==> config.mk <==
export PLATFORM = sky130hd
export DESIGN_NAME = sonar_top
export DESIGN_NICKNAME = d
export VERILOG_FILES = /design/src/sonar_pkg.sv /design/src/sonar_bus_decode.sv /design/src/sonar_clock_gen.sv /design/src/sonar_channel.sv /design/src/sonar_readback.sv /design/src/sonar_top.sv
export SDC_FILE = /design/constraint.sdc
export NUM_CORES = 1
export LEC_CHECK = 0
export ABC_AREA = 0
export BUFFER_PORTS_ARGS = -buffer_cell sky130_fd_sc_hd__clkbuf_2
export CORE_AREA = 2 2 256 258
export CTS_BUF_LIST = sky130_fd_sc_hd__clkbuf_2
export CTS_CLUSTER_SIZE = 20
export DETAILED_ROUTE_END_ITERATION = 7
export DIE_AREA = 0 0 258 260
export PLACE_DENSITY_LB_ADDON = 0.2
export SLEW_MARGIN = 20
export SYNTH_ARGS = -nofsm -noshare
export SYNTH_HDL_FRONTEND = slang
export SYNTH_HIERARCHICAL = 1
export SYNTH_SLANG_ARGS = --single-unit
==> constraint.sdc <==
create_clock -name wb_clk_i -period 5.5 [get_ports wb_clk_i]
set_input_delay 0.55 -clock wb_clk_i [delete_from_list [all_inputs] [get_ports wb_clk_i]]
set_output_delay 0.55 -clock wb_clk_i [all_outputs]
set_load 0.03 [all_outputs]
==> src/sonar_pkg.sv <==
package sonar_pkg;

    // Bus and sample widths
    typedef logic [31:0]        word_t;
    typedef logic signed [15:0] sample_t;

    // Address map in 32-bit words
    localparam logic [3:0]  ADDR_REGION    = 4'd3;   // Required value of adr[31:28]
    localparam int unsigned STATUS_WORD    = 0;
    localparam int unsigned PRESCALER_WORD = 1;
    localparam int unsigned CHAN_BASE_WORD = 2;
    localparam int unsigned CHAN_STRIDE    = 16;
    localparam int unsigned CHAN_IDX_W     = 6;
    localparam int unsigned MAX_CHANNELS   = 36;

    localparam word_t PRESCALER_RESET = 32'd49;

    typedef enum logic [1:0] {
        TGT_STATUS,
        TGT_PRESCALER,
        TGT_CHANNEL,
        TGT_NONE
    } target_e;

    // Register index inside one channel window
    typedef enum logic [1:0] {
        CREG_THRESHOLD,
        CREG_SAMPLE,
        CREG_OTHER
    } chan_reg_e;

    typedef enum logic {
        DEC_IDLE,
        DEC_WAIT_RELEASE
    } decode_state_e;

    // One decoded bus access, valid for a single cycle
    typedef struct packed {
        logic      valid;
        logic      we;
        target_e   target;
        chan_reg_e chan_reg;
        word_t     wdata;
    } bus_req_t;

endpackage

==> src/sonar_bus_decode.sv <==
`timescale 1ns/10ps

module sonar_bus_decode #(
    parameter int NUM_CHANNELS = 4
) (
    input  logic                     wb_clk_i,
    input  logic                     wb_rst_i,
    input  logic                     wbs_cyc_i,
    input  logic                     wbs_stb_i,
    input  logic                     wbs_we_i,
    input  sonar_pkg::word_t         wbs_adr_i,
    input  sonar_pkg::word_t         wbs_dat_i,
    output sonar_pkg::bus_req_t      req_o,
    output logic [NUM_CHANNELS-1:0]  chan_sel_o
);
    import sonar_pkg::*;

    localparam int REG_W = $clog2(CHAN_STRIDE);
    localparam int OFF_W = CHAN_IDX_W + REG_W;

    decode_state_e           state_q;
    logic [OFF_W-1:0]        word_off;
    logic [OFF_W-1:0]        chan_off;
    logic [CHAN_IDX_W-1:0]   chan_idx;
    logic                    hit;
    target_e                 target_d;
    chan_reg_e               creg_d;
    logic [NUM_CHANNELS-1:0] chan_sel_d;

    assign hit      = wbs_cyc_i && wbs_stb_i && (wbs_adr_i[31:28] == ADDR_REGION);
    assign word_off = wbs_adr_i[OFF_W+1:2];
    assign chan_off = word_off - OFF_W'(CHAN_BASE_WORD);
    assign chan_idx = chan_off[OFF_W-1:REG_W];

    always_comb begin
        target_d = TGT_NONE;
        creg_d   = CREG_OTHER;
        if (wbs_adr_i[27:OFF_W+2] != '0) begin
            target_d = TGT_NONE;                 // Beyond the decoded window
        end else if (word_off == OFF_W'(STATUS_WORD)) begin
            target_d = TGT_STATUS;
        end else if (word_off == OFF_W'(PRESCALER_WORD)) begin
            target_d = TGT_PRESCALER;
        end else if (int'(chan_idx) < NUM_CHANNELS) begin
            target_d = TGT_CHANNEL;
        end
        case (chan_off[REG_W-1:0])
            REG_W'(0): creg_d = CREG_THRESHOLD;
            REG_W'(1): creg_d = CREG_SAMPLE;
            default:   creg_d = CREG_OTHER;
        endcase
        for (int i = 0; i < NUM_CHANNELS; i++) begin
            chan_sel_d[i] = (target_d == TGT_CHANNEL) && (int'(chan_idx) == i);
        end
    end

    // A held strobe produces exactly one request
    always_ff @(posedge wb_clk_i) begin
        if (wb_rst_i) begin
            state_q    <= DEC_IDLE;
            req_o      <= '0;
            chan_sel_o <= '0;
        end else begin
            req_o.valid <= 1'b0;
            chan_sel_o  <= '0;
            case (state_q)
                DEC_IDLE: begin
                    if (hit) begin
                        req_o      <= '{valid: 1'b1, we: wbs_we_i, target: target_d,
                                        chan_reg: creg_d, wdata: wbs_dat_i};
                        chan_sel_o <= chan_sel_d;
                        state_q    <= DEC_WAIT_RELEASE;
                    end
                end
                default: begin
                    if (!wbs_stb_i) state_q <= DEC_IDLE;   // Master released the cycle
                end
            endcase
        end
    end

endmodule

==> src/sonar_clock_gen.sv <==
`timescale 1ns/10ps

module sonar_clock_gen #(
    parameter int MCLK_DIV = 8
) (
    input  logic                wb_clk_i,
    input  logic                wb_rst_i,
    input  sonar_pkg::bus_req_t req_i,
    output sonar_pkg::word_t    prescaler_o,
    output logic                mclk_o,
    output logic                ce_pdm_o,
    output logic                ce_pcm_o
);
    import sonar_pkg::*;

    localparam int HALF  = MCLK_DIV / 2;
    localparam int CNT_W = $clog2(MCLK_DIV);

    logic [CNT_W-1:0] div_cnt;
    word_t            pcm_cnt;

    // Prescaler register
    always_ff @(posedge wb_clk_i) begin
        if (wb_rst_i) begin
            prescaler_o <= PRESCALER_RESET;
        end else if (req_i.valid && req_i.we && req_i.target == TGT_PRESCALER) begin
            prescaler_o <= req_i.wdata;
        end
    end

    // Microphone clock, toggles every HALF cycles
    always_ff @(posedge wb_clk_i) begin
        if (wb_rst_i) begin
            div_cnt  <= '0;
            mclk_o   <= 1'b0;
            ce_pdm_o <= 1'b0;
        end else begin
            ce_pdm_o <= 1'b0;
            if (div_cnt == CNT_W'(HALF - 1)) begin
                div_cnt  <= '0;
                mclk_o   <= ~mclk_o;
                ce_pdm_o <= ~mclk_o;               // Pulse on the rising toggle only
            end else begin
                div_cnt <= div_cnt + 1'b1;
            end
        end
    end

    // PCM enable every prescaler+1 cycles
    always_ff @(posedge wb_clk_i) begin
        if (wb_rst_i) begin
            pcm_cnt  <= PRESCALER_RESET;
            ce_pcm_o <= 1'b0;
        end else if (pcm_cnt == '0) begin
            pcm_cnt  <= prescaler_o;                // New prescaler takes effect here
            ce_pcm_o <= 1'b1;
        end else begin
            pcm_cnt  <= pcm_cnt - 1'b1;
            ce_pcm_o <= 1'b0;
        end
    end

endmodule

==> src/sonar_channel.sv <==
`timescale 1ns/10ps

module sonar_channel (
    input  logic                wb_clk_i,
    input  logic                wb_rst_i,
    input  sonar_pkg::bus_req_t req_i,
    input  logic                sel_i,
    input  logic                ce_pdm_i,
    input  logic                ce_pcm_i,
    input  logic                pdm_i,
    input  logic                mclear_i,
    output sonar_pkg::sample_t  rdata_o,
    output logic                cmp_o
);
    import sonar_pkg::*;

    sample_t     integ_q;
    sample_t     integ_next;
    sample_t     sample_q;
    sample_t     threshold_q;
    logic [16:0] integ_sum;
    logic        pcm_d;
    logic        thr_we;

    assign thr_we = req_i.valid && req_i.we && sel_i && (req_i.chan_reg == CREG_THRESHOLD);

    // Integrate one PDM bit, saturating at the sample limits
    always_comb begin
        integ_sum = {integ_q[15], integ_q} + (pdm_i ? 17'd1 : 17'h1ffff);
        if (!ce_pdm_i) begin
            integ_next = integ_q;
        end else if (integ_sum[16] != integ_sum[15]) begin
            integ_next = integ_sum[16] ? 16'sh8000 : 16'sh7fff;
        end else begin
            integ_next = integ_sum[15:0];
        end
    end

    always_ff @(posedge wb_clk_i) begin
        if (wb_rst_i) begin
            integ_q  <= '0;
            sample_q <= '0;
        end else if (ce_pcm_i) begin
            sample_q <= integ_next;     // Latch and restart
            integ_q  <= '0;
        end else begin
            integ_q  <= integ_next;
        end
    end

    always_ff @(posedge wb_clk_i) begin
        if (wb_rst_i) begin
            threshold_q <= '0;
        end else if (thr_we) begin
            threshold_q <= {req_i.wdata[31], req_i.wdata[14:0]};
        end
    end

    // Compare one cycle after each new sample
    always_ff @(posedge wb_clk_i) begin
        if (wb_rst_i) begin
            pcm_d <= 1'b0;
            cmp_o <= 1'b0;
        end else begin
            pcm_d <= ce_pcm_i;
            if (mclear_i) begin
                cmp_o <= 1'b0;
            end else if (pcm_d) begin
                cmp_o <= sample_q > threshold_q;
            end
        end
    end

    always_comb begin
        rdata_o = '0;
        if (sel_i) begin
            case (req_i.chan_reg)
                CREG_THRESHOLD: rdata_o = threshold_q;
                CREG_SAMPLE:    rdata_o = sample_q;
                default:        rdata_o = '0;
            endcase
        end
    end

endmodule

==> src/sonar_readback.sv <==
`timescale 1ns/10ps

module sonar_readback #(
    parameter int NUM_CHANNELS = 4
) (
    input  logic                                  wb_clk_i,
    input  logic                                  wb_rst_i,
    input  sonar_pkg::bus_req_t                   req_i,
    input  sonar_pkg::sample_t [NUM_CHANNELS-1:0] chan_rdata_i,
    input  logic [NUM_CHANNELS-1:0]               cmp_i,
    input  sonar_pkg::word_t                      prescaler_i,
    output logic                                  wbs_ack_o,
    output sonar_pkg::word_t                      wbs_dat_o,
    output logic                                  irq_o
);
    import sonar_pkg::*;

    logic [NUM_CHANNELS-1:0] status_q;
    sample_t                 chan_or;
    word_t                   rd_word;

    always_ff @(posedge wb_clk_i) begin
        if (wb_rst_i) begin
            status_q <= '0;
        end else begin
            status_q <= cmp_i;
        end
    end

    assign irq_o = |status_q;

    // Unselected channels drive zero
    always_comb begin
        chan_or = '0;
        for (int i = 0; i < NUM_CHANNELS; i++) begin
            chan_or = chan_or | chan_rdata_i[i];
        end
    end

    always_comb begin
        case (req_i.target)
            TGT_STATUS:    rd_word = word_t'(status_q);
            TGT_PRESCALER: rd_word = prescaler_i;
            TGT_CHANNEL:   rd_word = {{16{chan_or[15]}}, chan_or};
            default:       rd_word = '0;
        endcase
    end

    always_ff @(posedge wb_clk_i) begin
        if (wb_rst_i) begin
            wbs_ack_o <= 1'b0;
        end else begin
            wbs_ack_o <= req_i.valid;
        end
    end

    always_ff @(posedge wb_clk_i) begin
        if (req_i.valid) wbs_dat_o <= rd_word;
    end

endmodule

==> src/sonar_top.sv <==
`timescale 1ns/10ps

module sonar_top #(
    parameter int NUM_CHANNELS = 4,
    parameter int MCLK_DIV     = 8
) (
    input  logic                    wb_clk_i,
    input  logic                    wb_rst_i,
    input  logic                    wbs_cyc_i,
    input  logic                    wbs_stb_i,
    input  logic                    wbs_we_i,
    input  sonar_pkg::word_t        wbs_adr_i,
    input  sonar_pkg::word_t        wbs_dat_i,
    output logic                    wbs_ack_o,
    output sonar_pkg::word_t        wbs_dat_o,
    input  logic [NUM_CHANNELS-1:0] pdm_i,
    input  logic                    mclear_i,
    output logic                    mclk_o,
    output logic                    irq_o
);
    import sonar_pkg::*;

    bus_req_t                     req;
    logic [NUM_CHANNELS-1:0]      chan_sel;
    word_t                        prescaler;
    logic                         ce_pdm;
    logic                         ce_pcm;
    sample_t [NUM_CHANNELS-1:0]   chan_rdata;
    logic [NUM_CHANNELS-1:0]      cmp;

    sonar_bus_decode #(
        .NUM_CHANNELS (NUM_CHANNELS)
    ) decode_inst (
        .wb_clk_i   (wb_clk_i),
        .wb_rst_i   (wb_rst_i),
        .wbs_cyc_i  (wbs_cyc_i),
        .wbs_stb_i  (wbs_stb_i),
        .wbs_we_i   (wbs_we_i),
        .wbs_adr_i  (wbs_adr_i),
        .wbs_dat_i  (wbs_dat_i),
        .req_o      (req),
        .chan_sel_o (chan_sel)
    );

    sonar_clock_gen #(
        .MCLK_DIV (MCLK_DIV)
    ) clock_gen_inst (
        .wb_clk_i    (wb_clk_i),
        .wb_rst_i    (wb_rst_i),
        .req_i       (req),
        .prescaler_o (prescaler),
        .mclk_o      (mclk_o),
        .ce_pdm_o    (ce_pdm),
        .ce_pcm_o    (ce_pcm)
    );

    for (genvar k = 0; k < NUM_CHANNELS; k++) begin : g_chan
        sonar_channel chan_inst (
            .wb_clk_i (wb_clk_i),
            .wb_rst_i (wb_rst_i),
            .req_i    (req),
            .sel_i    (chan_sel[k]),
            .ce_pdm_i (ce_pdm),
            .ce_pcm_i (ce_pcm),
            .pdm_i    (pdm_i[k]),
            .mclear_i (mclear_i),
            .rdata_o  (chan_rdata[k]),
            .cmp_o    (cmp[k])
        );
    end

    sonar_readback #(
        .NUM_CHANNELS (NUM_CHANNELS)
    ) readback_inst (
        .wb_clk_i     (wb_clk_i),
        .wb_rst_i     (wb_rst_i),
        .req_i        (req),
        .chan_rdata_i (chan_rdata),
        .cmp_i        (cmp),
        .prescaler_i  (prescaler),
        .wbs_ack_o    (wbs_ack_o),
        .wbs_dat_o    (wbs_dat_o),
        .irq_o        (irq_o)
    );

endmodule

==> results.sh, run 1 <==
export IMPL_overflow=0
export IMPL_grt_pass1_vias=17800
export IMPL_hold_start="wbs_adr_i[28]"
export IMPL_cp_startpoint="decode_inst/req_o[32]"
export IMPL_worstHoldPathType="primary input to flip-flop"
export IMPL_max_cap_viol_count=0
export IMPL_area_growth_pct=13.1
export IMPL_synthAdderAreaFrac_pct=8.77
export IMPL_p_sw_share_pct=30.3
export IMPL_dp_hpwl_um=43900
export IMPL_finalWorstSetupSlack_ns=2.30
export IMPL_critical_path_buf_inv_count=1
export IMPL_critical_path_class="flip-flop to flip-flop"
export IMPL_clkLatencyLatePin_ns=1.06
export IMPL_synth_xor_area_share_pct=3.61
export IMPL_die_h_um=260
export IMPL_syn_num_nets=2590
export IMPL_synth_seq_cells=350
export IMPL_track_usage_pct=18.4
export IMPL_syn_cell_area_um2=20400
export IMPL_netlist_top_cells_count="nand2_1, dfxtp_1, a21oi_1"
export IMPL_cts_tree="done"
export IMPL_clkTransAtPathRegs_ns=0.10
export IMPL_hold_depth=4
export IMPL_synthDistinctLibCells=93
export IMPL_synth_warning_count=6
export IMPL_post_place_ws_ns=1.73
export IMPL_routed_wl_um=62600
export IMPL_status="finished, final reports clean"
export IMPL_critPathLaunchType="flip-flop"
export IMPL_dieWidth_um=258
export IMPL_p_seq_share_pct=51.6
export IMPL_p_leak_uw=0.00856
export IMPL_final_setup_tns_ns=0
export IMPL_crit_chain="buf_4 -> mux2i_1 -> nor2_1 -> nor4_1 -> o2bb2ai_1"
export IMPL_cp_top_family="flip-flops"
export IMPL_syn_area_per_cell_um2=8.55
export IMPL_max_slew_margin_pct=25.8
export IMPL_slowest_delay_ns=0.88
export IMPL_fmaxAchievable_mhz=313
export IMPL_async_flop_share_pct=0
export IMPL_synth_top_area_share_pct=31.2
export IMPL_yosys_most_used_dff="dfxtp_1"
export IMPL_io_pins=109
export IMPL_synth_top_family_by_area="compound AO/OA/AOI/OAI gates"
export IMPL_vias=18000
export IMPL_fp_dieArea_um2=67100
export IMPL_clockRootBuffer="clkbuf_2"
export IMPL_cts_buffer_depth=3
export IMPL_p_comb_share_pct=11.7
export IMPL_synth_edf_count=32
export IMPL_slew_viol_final=0
export IMPL_internal_power_uw=3550
export IMPL_power_density_nw_per_um2=221
export IMPL_ir_worst_vdd_mv=0.0931
export IMPL_switchingPower_uw=1540
export IMPL_synth_simple_area_share_pct=19.1
export IMPL_syn_inst=2383
export IMPL_min_period_over_period_pct=58.2
export IMPL_ys_seq_area_share_pct=35.9
export IMPL_synthMostInstantiatedCell="nand2_1"
export IMPL_rr_worst_depth=5
export IMPL_r2r_slack_ns=2.30
export IMPL_post_drt_wl_per_cell_um=18.0
export IMPL_drt_first_pass_iters=5
export IMPL_gp_congestion=0.868
export IMPL_reg2reg_from="decode_inst/req_o[32]"
export IMPL_worst_slew_pin_slew_ns=1.11
export IMPL_drc=0
export IMPL_grt_max_degree=81
export IMPL_grt_pass1_wl_um=98100
export IMPL_drt_iter0_markers=1034
export IMPL_synthMuxAreaShare_pct=4.03
export IMPL_fin_skew_ns=0.0714
export IMPL_portBuffers=106
export IMPL_cp_depth=5
export IMPL_post_route_cells_drive_above_1_share_pct=16.0
export IMPL_p_clk_share_pct=36.7
export IMPL_cts_max_level=3
export IMPL_worst_ep_arrival_time_ns=3.93
export IMPL_rows=93
export IMPL_core_area_um2=64100
export IMPL_synth_compound_area_share_pct=23.6
export IMPL_viasPerCell=5.19
export IMPL_yosysTopAreaCell="dfxtp_1"
export IMPL_antenna_found_initial=2
export IMPL_hold_violations=0
export IMPL_crit_path_end_kind="flip-flop"
export IMPL_finalCriticalPeriod_ns=3.20
export IMPL_cp_max_fo=46
export IMPL_synthTopCellsByArea="dfxtp_1, ha_1, nand2_1, a21oi_1, edfxtp_1"
export IMPL_cts_buffers=98
export IMPL_whs_ns=0.149
export IMPL_drt_antenna_violating_nets=0
export IMPL_setup_viol=0
export IMPL_cp_data_required_time_ns=6.23
export IMPL_crit_slowest_cell="dfxtp_4"
export IMPL_start_util_pct=31.8
export IMPL_nets=2753
export IMPL_cts_sinks=350
export IMPL_finalPower_uw=5100
export IMPL_rsz0062_at_grt="false"
## worst min-delay path: stages
cell and delay, ns:
clkbuf_2 0.09, nand4_1 0.09, buf_4 0.29, nor2_1 0.12
## cell usage in the layout, fill, tap and decap left out, drive strengths merged, types with 23 or more instances in the layout
cell type	n
o2bb2ai	28
nor4	33
dfxtp	318
inv	111
ha	129
edfxtp	32
nand2	389
xnor2	48
xor2	36
dlygate4sd3	63
mux2i	76
o21ai	57
clkinv	23
buf	24
nor3	43
a211oi	92
nand3	46
nor2	213
a21o	53
clkbuf	245
a21oi	227
## metrics by stage
step                utilization (%)  cells  cell area [um^2]
floorplan                         -   2383             20400
global placement               33.6   3237             21600
detailed placement             33.6   3237             21600
CTS                            35.9   3469             23000
global route                   36.0   3471             23100
finish                         36.0   3471             23100
## final cells by class
type / count / area (um^2)
timing repair buffer: 192 / 1340
antenna: 1 / 2.50
sequential: 350 / 7340
fill: 6645 / 41100
multi-input combinational: 1797 / 12100
clock inverter: 29 / 141
tap: 855 / 1070
clock buffer: 140 / 701
inverter: 107 / 402
## final timing paths
check | end
max | readback_inst/wbs_dat_o[7]
min | decode_inst/req_o[37]
max reg2reg | readback_inst/wbs_dat_o[7]
min reg2reg | clock_gen_inst/div_cnt[0]
## power by group through the flow
stage / sequential, uW / combinational [uW] / clock [uW]
floorplan: 2680 / 435 / 0
global route: 2630 / 662 / 2080
detailed placement: 2690 / 565 / 0
CTS: 2630 / 597 / 1960
global placement: 2690 / 553 / 0
finish: 2630 / 597 / 1870
## cell families (layout without fill, tap and decap cells)
group | after synthesis | count (layout)
compound gates | 636 | 636
fa+ha+maj | 142 | 142
other cells | 0 | 1
xor+xnor | 84 | 84
buf+inv | 236 | 468
mux | 80 | 80
flops | 350 | 350
simple gates | 855 | 855
## state kept, by name (all words and copies together) (netlist names), 3 cells and up
signal                        count
g_chan.chan_inst/integ_q         64
g_chan.chan_inst/sample_q        64
g_chan.chan_inst/threshold_q     64
decode_inst/req_o                38
clock_gen_inst/pcm_cnt           32
clock_gen_inst/prescaler_o       32
readback_inst/wbs_dat_o          32
decode_inst/chan_sel_o            4
g_chan.chan_inst/cmp_o            4
g_chan.chan_inst/pcm_d            4
readback_inst/status_q            4
clock_gen_inst/div_cnt            3
## layer usage
metal  GRT usage, %  up-vias  routed length [um]  share of wire, %
met4           6.89        0                1650               2.6
met2           31.4      379               29500                47
met5              0        -                   0                 0
met3           3.01      100                2830               4.5
met1           23.3     8612               28600                46
li1               -     8938                   -                 -
## repair_timing
action                                  CTS  global route
resized for setup                         0             0
endpoints found under the hold margin    90             0
endpoints found under the setup margin    0             0
setup buffers                             0             0
hold buffers                             63             0
Power figures use the tool's default switching activity.
==> run 2, diff against run 1 <==
Settings changed: ABC_AREA 0 to 1, CORE_AREA 2 2 256 258 to 2 2 260 262, DIE_AREA 0 0 258 260 to 0 0 262 264.
Clock period 5.5 ns to 2.6 ns, I/O delays scaled along.
==> results.sh, run 2 <==
export IMPL_status="finished, final reports clean"
export IMPL_routed_wl_um=65500
export IMPL_overflow=0
export IMPL_cp_data_required_time_ns=3.57
export IMPL_cp_max_fo=3
export IMPL_cts_setup_buffers=0
export IMPL_nets=3615
export IMPL_netlist_top_cells_count="nand2_1, nor2_1, dfxtp_1"
export IMPL_final_cell_mix="nand2_1, nor2_1, dfxtp_1"
export IMPL_hold_violations=0
export IMPL_r2r_slack_ns=0.20
export IMPL_finalWorstSetupSlack_ns=0.140
export IMPL_min_period_over_period_pct=94.6
export IMPL_worstHoldPathType="primary input to flip-flop"
export IMPL_hold_start="wbs_adr_i[2]"
export IMPL_synthTopCellsByArea="dfxtp_1, nand2_1, ha_1, nor2_1, inv_1"
export IMPL_p_comb_share_pct=13.4
export IMPL_syn_inst=3098
export IMPL_fp_dieArea_um2=69200
export IMPL_p_leak_uw=0.0120
export IMPL_finalCriticalPeriod_ns=2.46
export IMPL_top_regs="g_chan.chan_inst/integ_q x64, g_chan.chan_inst/sample_q x64, g_chan.chan_inst/threshold_q x64"
export IMPL_critical_path_class="primary input to flip-flop"
export IMPL_cts_buffer_depth=3
export IMPL_area_growth_pct=18.5
export IMPL_cts_tree="done"
export IMPL_max_slew_margin_pct=29.6
export IMPL_synth_edf_count=32
export IMPL_cp_top_family="buffers and inverters"
export IMPL_fmaxAchievable_mhz=406
export IMPL_cts_sinks=350
export IMPL_clkTransAtPathRegs_ns=0.09
export IMPL_cts_buffers=94
export IMPL_post_place_ws_ns=0.202
export IMPL_whs_endpoint="decode_inst/req_o[34]"
export IMPL_clkLatencyLatePin_ns=1.09
export IMPL_synth_warning_count=6
export IMPL_internal_power_uw=7920
export IMPL_whs_ns=0.164
export IMPL_reg2reg_from="decode_inst/state_q"
export IMPL_grt_max_degree=45
export IMPL_grt_pass1_vias=19500
export IMPL_power_density_nw_per_um2=453
export IMPL_rows=95
export IMPL_worst_r2r_endpoint="decode_inst/req_o[35]"
export IMPL_final_setup_tns_ns=0
export IMPL_crit_path_end_kind="flip-flop"
export IMPL_die_h_um=264
export IMPL_worst_slew_pin_slew_ns=1.05
export IMPL_io_pins=109
export IMPL_cts_hold_buf=109
export IMPL_dieWidth_um=262
export IMPL_ys_seq_area_share_pct=34.9
export IMPL_dp_hpwl_um=47600
export IMPL_syn_cell_area_um2=21000
export IMPL_switchingPower_uw=3350
export IMPL_crit_slowest_cell="dlygate4sd3_1"
export IMPL_clockRootBuffer="clkbuf_2"
export IMPL_grt_pass1_wl_um=105000
export IMPL_syn_num_nets=3305
export IMPL_post_drt_wl_per_cell_um=15.0
export IMPL_viasPerCell=4.63
export IMPL_drt_first_pass_iters=5
export IMPL_p_clk_share_pct=37.2
export IMPL_syn_area_per_cell_um2=6.77
export IMPL_slew_viol_final=0
export IMPL_drc=0
export IMPL_core_area_um2=66600
export IMPL_max_cap_viol_count=0
export IMPL_gp_congestion=0.855
export IMPL_fin_skew_ns=0.0930
export IMPL_drt_iter0_markers=1230
export IMPL_synth_top_area_share_pct=30.4
export IMPL_rr_worst_depth=6
export IMPL_synth_seq_cells=350
export IMPL_hold_depth=6
export IMPL_cts_max_level=3
export IMPL_finalPower_uw=11300
export IMPL_vias=20200
export IMPL_yosys_most_used_dff="dfxtp_1"
export IMPL_slowest_delay_ns=0.62
export IMPL_crit_chain="dlygate4sd3_1 -> clkbuf_2 -> nor2_1 -> dlygate4sd3_1 -> nand2_1 -> nor2_1 -> nand2_1 -> nor2_1 -> nand3_1 -> dlygate4sd3_1 -> nor2_2 -> dlygate4sd3_1 -> inv_1 -> nor2_1"
export IMPL_cts_resized=0
export IMPL_portBuffers=106
export IMPL_worst_ep_arrival_time_ns=3.43
export IMPL_synthMostInstantiatedCell="nand2_1"
export IMPL_setup_viol=0
export IMPL_async_flop_share_pct=0
export IMPL_ir_worst_vdd_mv=0.254
export IMPL_synthDistinctLibCells=44
export IMPL_critical_path_buf_inv_count=6
export IMPL_layout_commonest_cell="nand2_1"
export IMPL_critPathLaunchType="primary input"
export IMPL_yosysTopAreaCell="dfxtp_1"
export IMPL_p_sw_share_pct=29.7
export IMPL_post_route_cells_drive_above_1_share_pct=17.4
export IMPL_start_util_pct=31.5
export IMPL_track_usage_pct=19.1
export IMPL_rsz0062_at_grt="false"
export IMPL_p_seq_share_pct=49.4
export IMPL_drt_antenna_violating_nets=0
export IMPL_antenna_found_initial=2
run 2: changes by cell type in the layout (fill, tap and decap cells not counted), sizes merged, moves of 50 or more:
| cell | previous run | this run |
|---|---|---|
| o21ai | 57 | 162 |
| nand2 | 389 | 1007 |
| buf | 24 | 87 |
| nor2 | 213 | 405 |
| a211oi | 92 | 3 |
| mux2i | 76 | 0 |
| inv | 111 | 316 |
| a21o | 53 | 3 |
| nand3 | 46 | 233 |
| or2 | 5 | 61 |
run 2: metal layers:
| layer | routed length, um | GRT usage [%] |
|---|---|---|
| met1 | 32000 | 26.5 |
| met2 | 29300 | 30.3 |
| met3 | 2640 | 2.93 |
| met4 | 1560 | 5.57 |
| met5 | 0 | 0 |
run 2: area by class of cell:
cell class | instances | area, um^2
tap | 873 | 1090
clock buffer | 150 | 751
fill | 7259 | 41700
inverter | 317 | 1190
timing repair buffer | 302 | 2350
sequential | 350 | 7330
clock inverter | 18 | 154
antenna | 2 | 5.00
multi-input combinational | 2343 | 12000
run 2: power groups by stage:
stage / logic, uW / registers (uW) / clock network [uW]
2_1_floorplan: 1020 / 5660 / 0
3_3_place_gp: 1380 / 5690 / 0
3_5_place_dp: 1380 / 5690 / 0
4_1_cts: 1510 / 5560 / 4400
5_1_grt: 1710 / 5570 / 4680
6_report: 1510 / 5560 / 4190
run 2: worst max path at each step:
stage	from	to	slack, ns	depth (start not counted)
finish	wbs_adr_i[12]	decode_inst/chan_sel_o[1]	0.14	14
global route	decode_inst/state_q	decode_inst/req_o[35]	0.04	6
CTS	wbs_adr_i[3]	decode_inst/chan_sel_o[1]	0.27	14
detailed placement	pdm_i[2]	g_chan[2].chan_inst/sample_q[13]	0.20	17
global placement	pdm_i[2]	g_chan[2].chan_inst/sample_q[13]	0.18	17
floorplan	pdm_i[1]	g_chan[1].chan_inst/sample_q[3]	0.44	13
run 2: worst min-delay path: cells and delay by family:
family	cells	cell delay [ns]
buf+inv	3	0.70
simple gates	2	0.16
compound gates	1	0.04
run 2: cell families (layout without fill, tap and decap cells):
| kind of cell | count (synthesis) | in the layout | share of synthesized area [%] |
|---|---|---|---|
| compound gates | 394 | 394 | 9.93 |
| buf+inv | 405 | 787 | 7.94 |
| fa+ha+maj | 133 | 133 | 8.08 |
| other cells | 0 | 2 | 0 |
| flops | 350 | 350 | 34.9 |
| xor+xnor | 52 | 52 | 2.17 |
| simple gates | 1764 | 1764 | 37.0 |
run 2: per-stage QoR:
stage	cell area (um^2)	utilization [%]	instances
global placement	22900	34.3	4076
global route	24900	37.3	4355
finish	24900	37.3	4355
detailed placement	22900	34.3	4076
CTS	24900	37.3	4353
floorplan	21000	-	3098
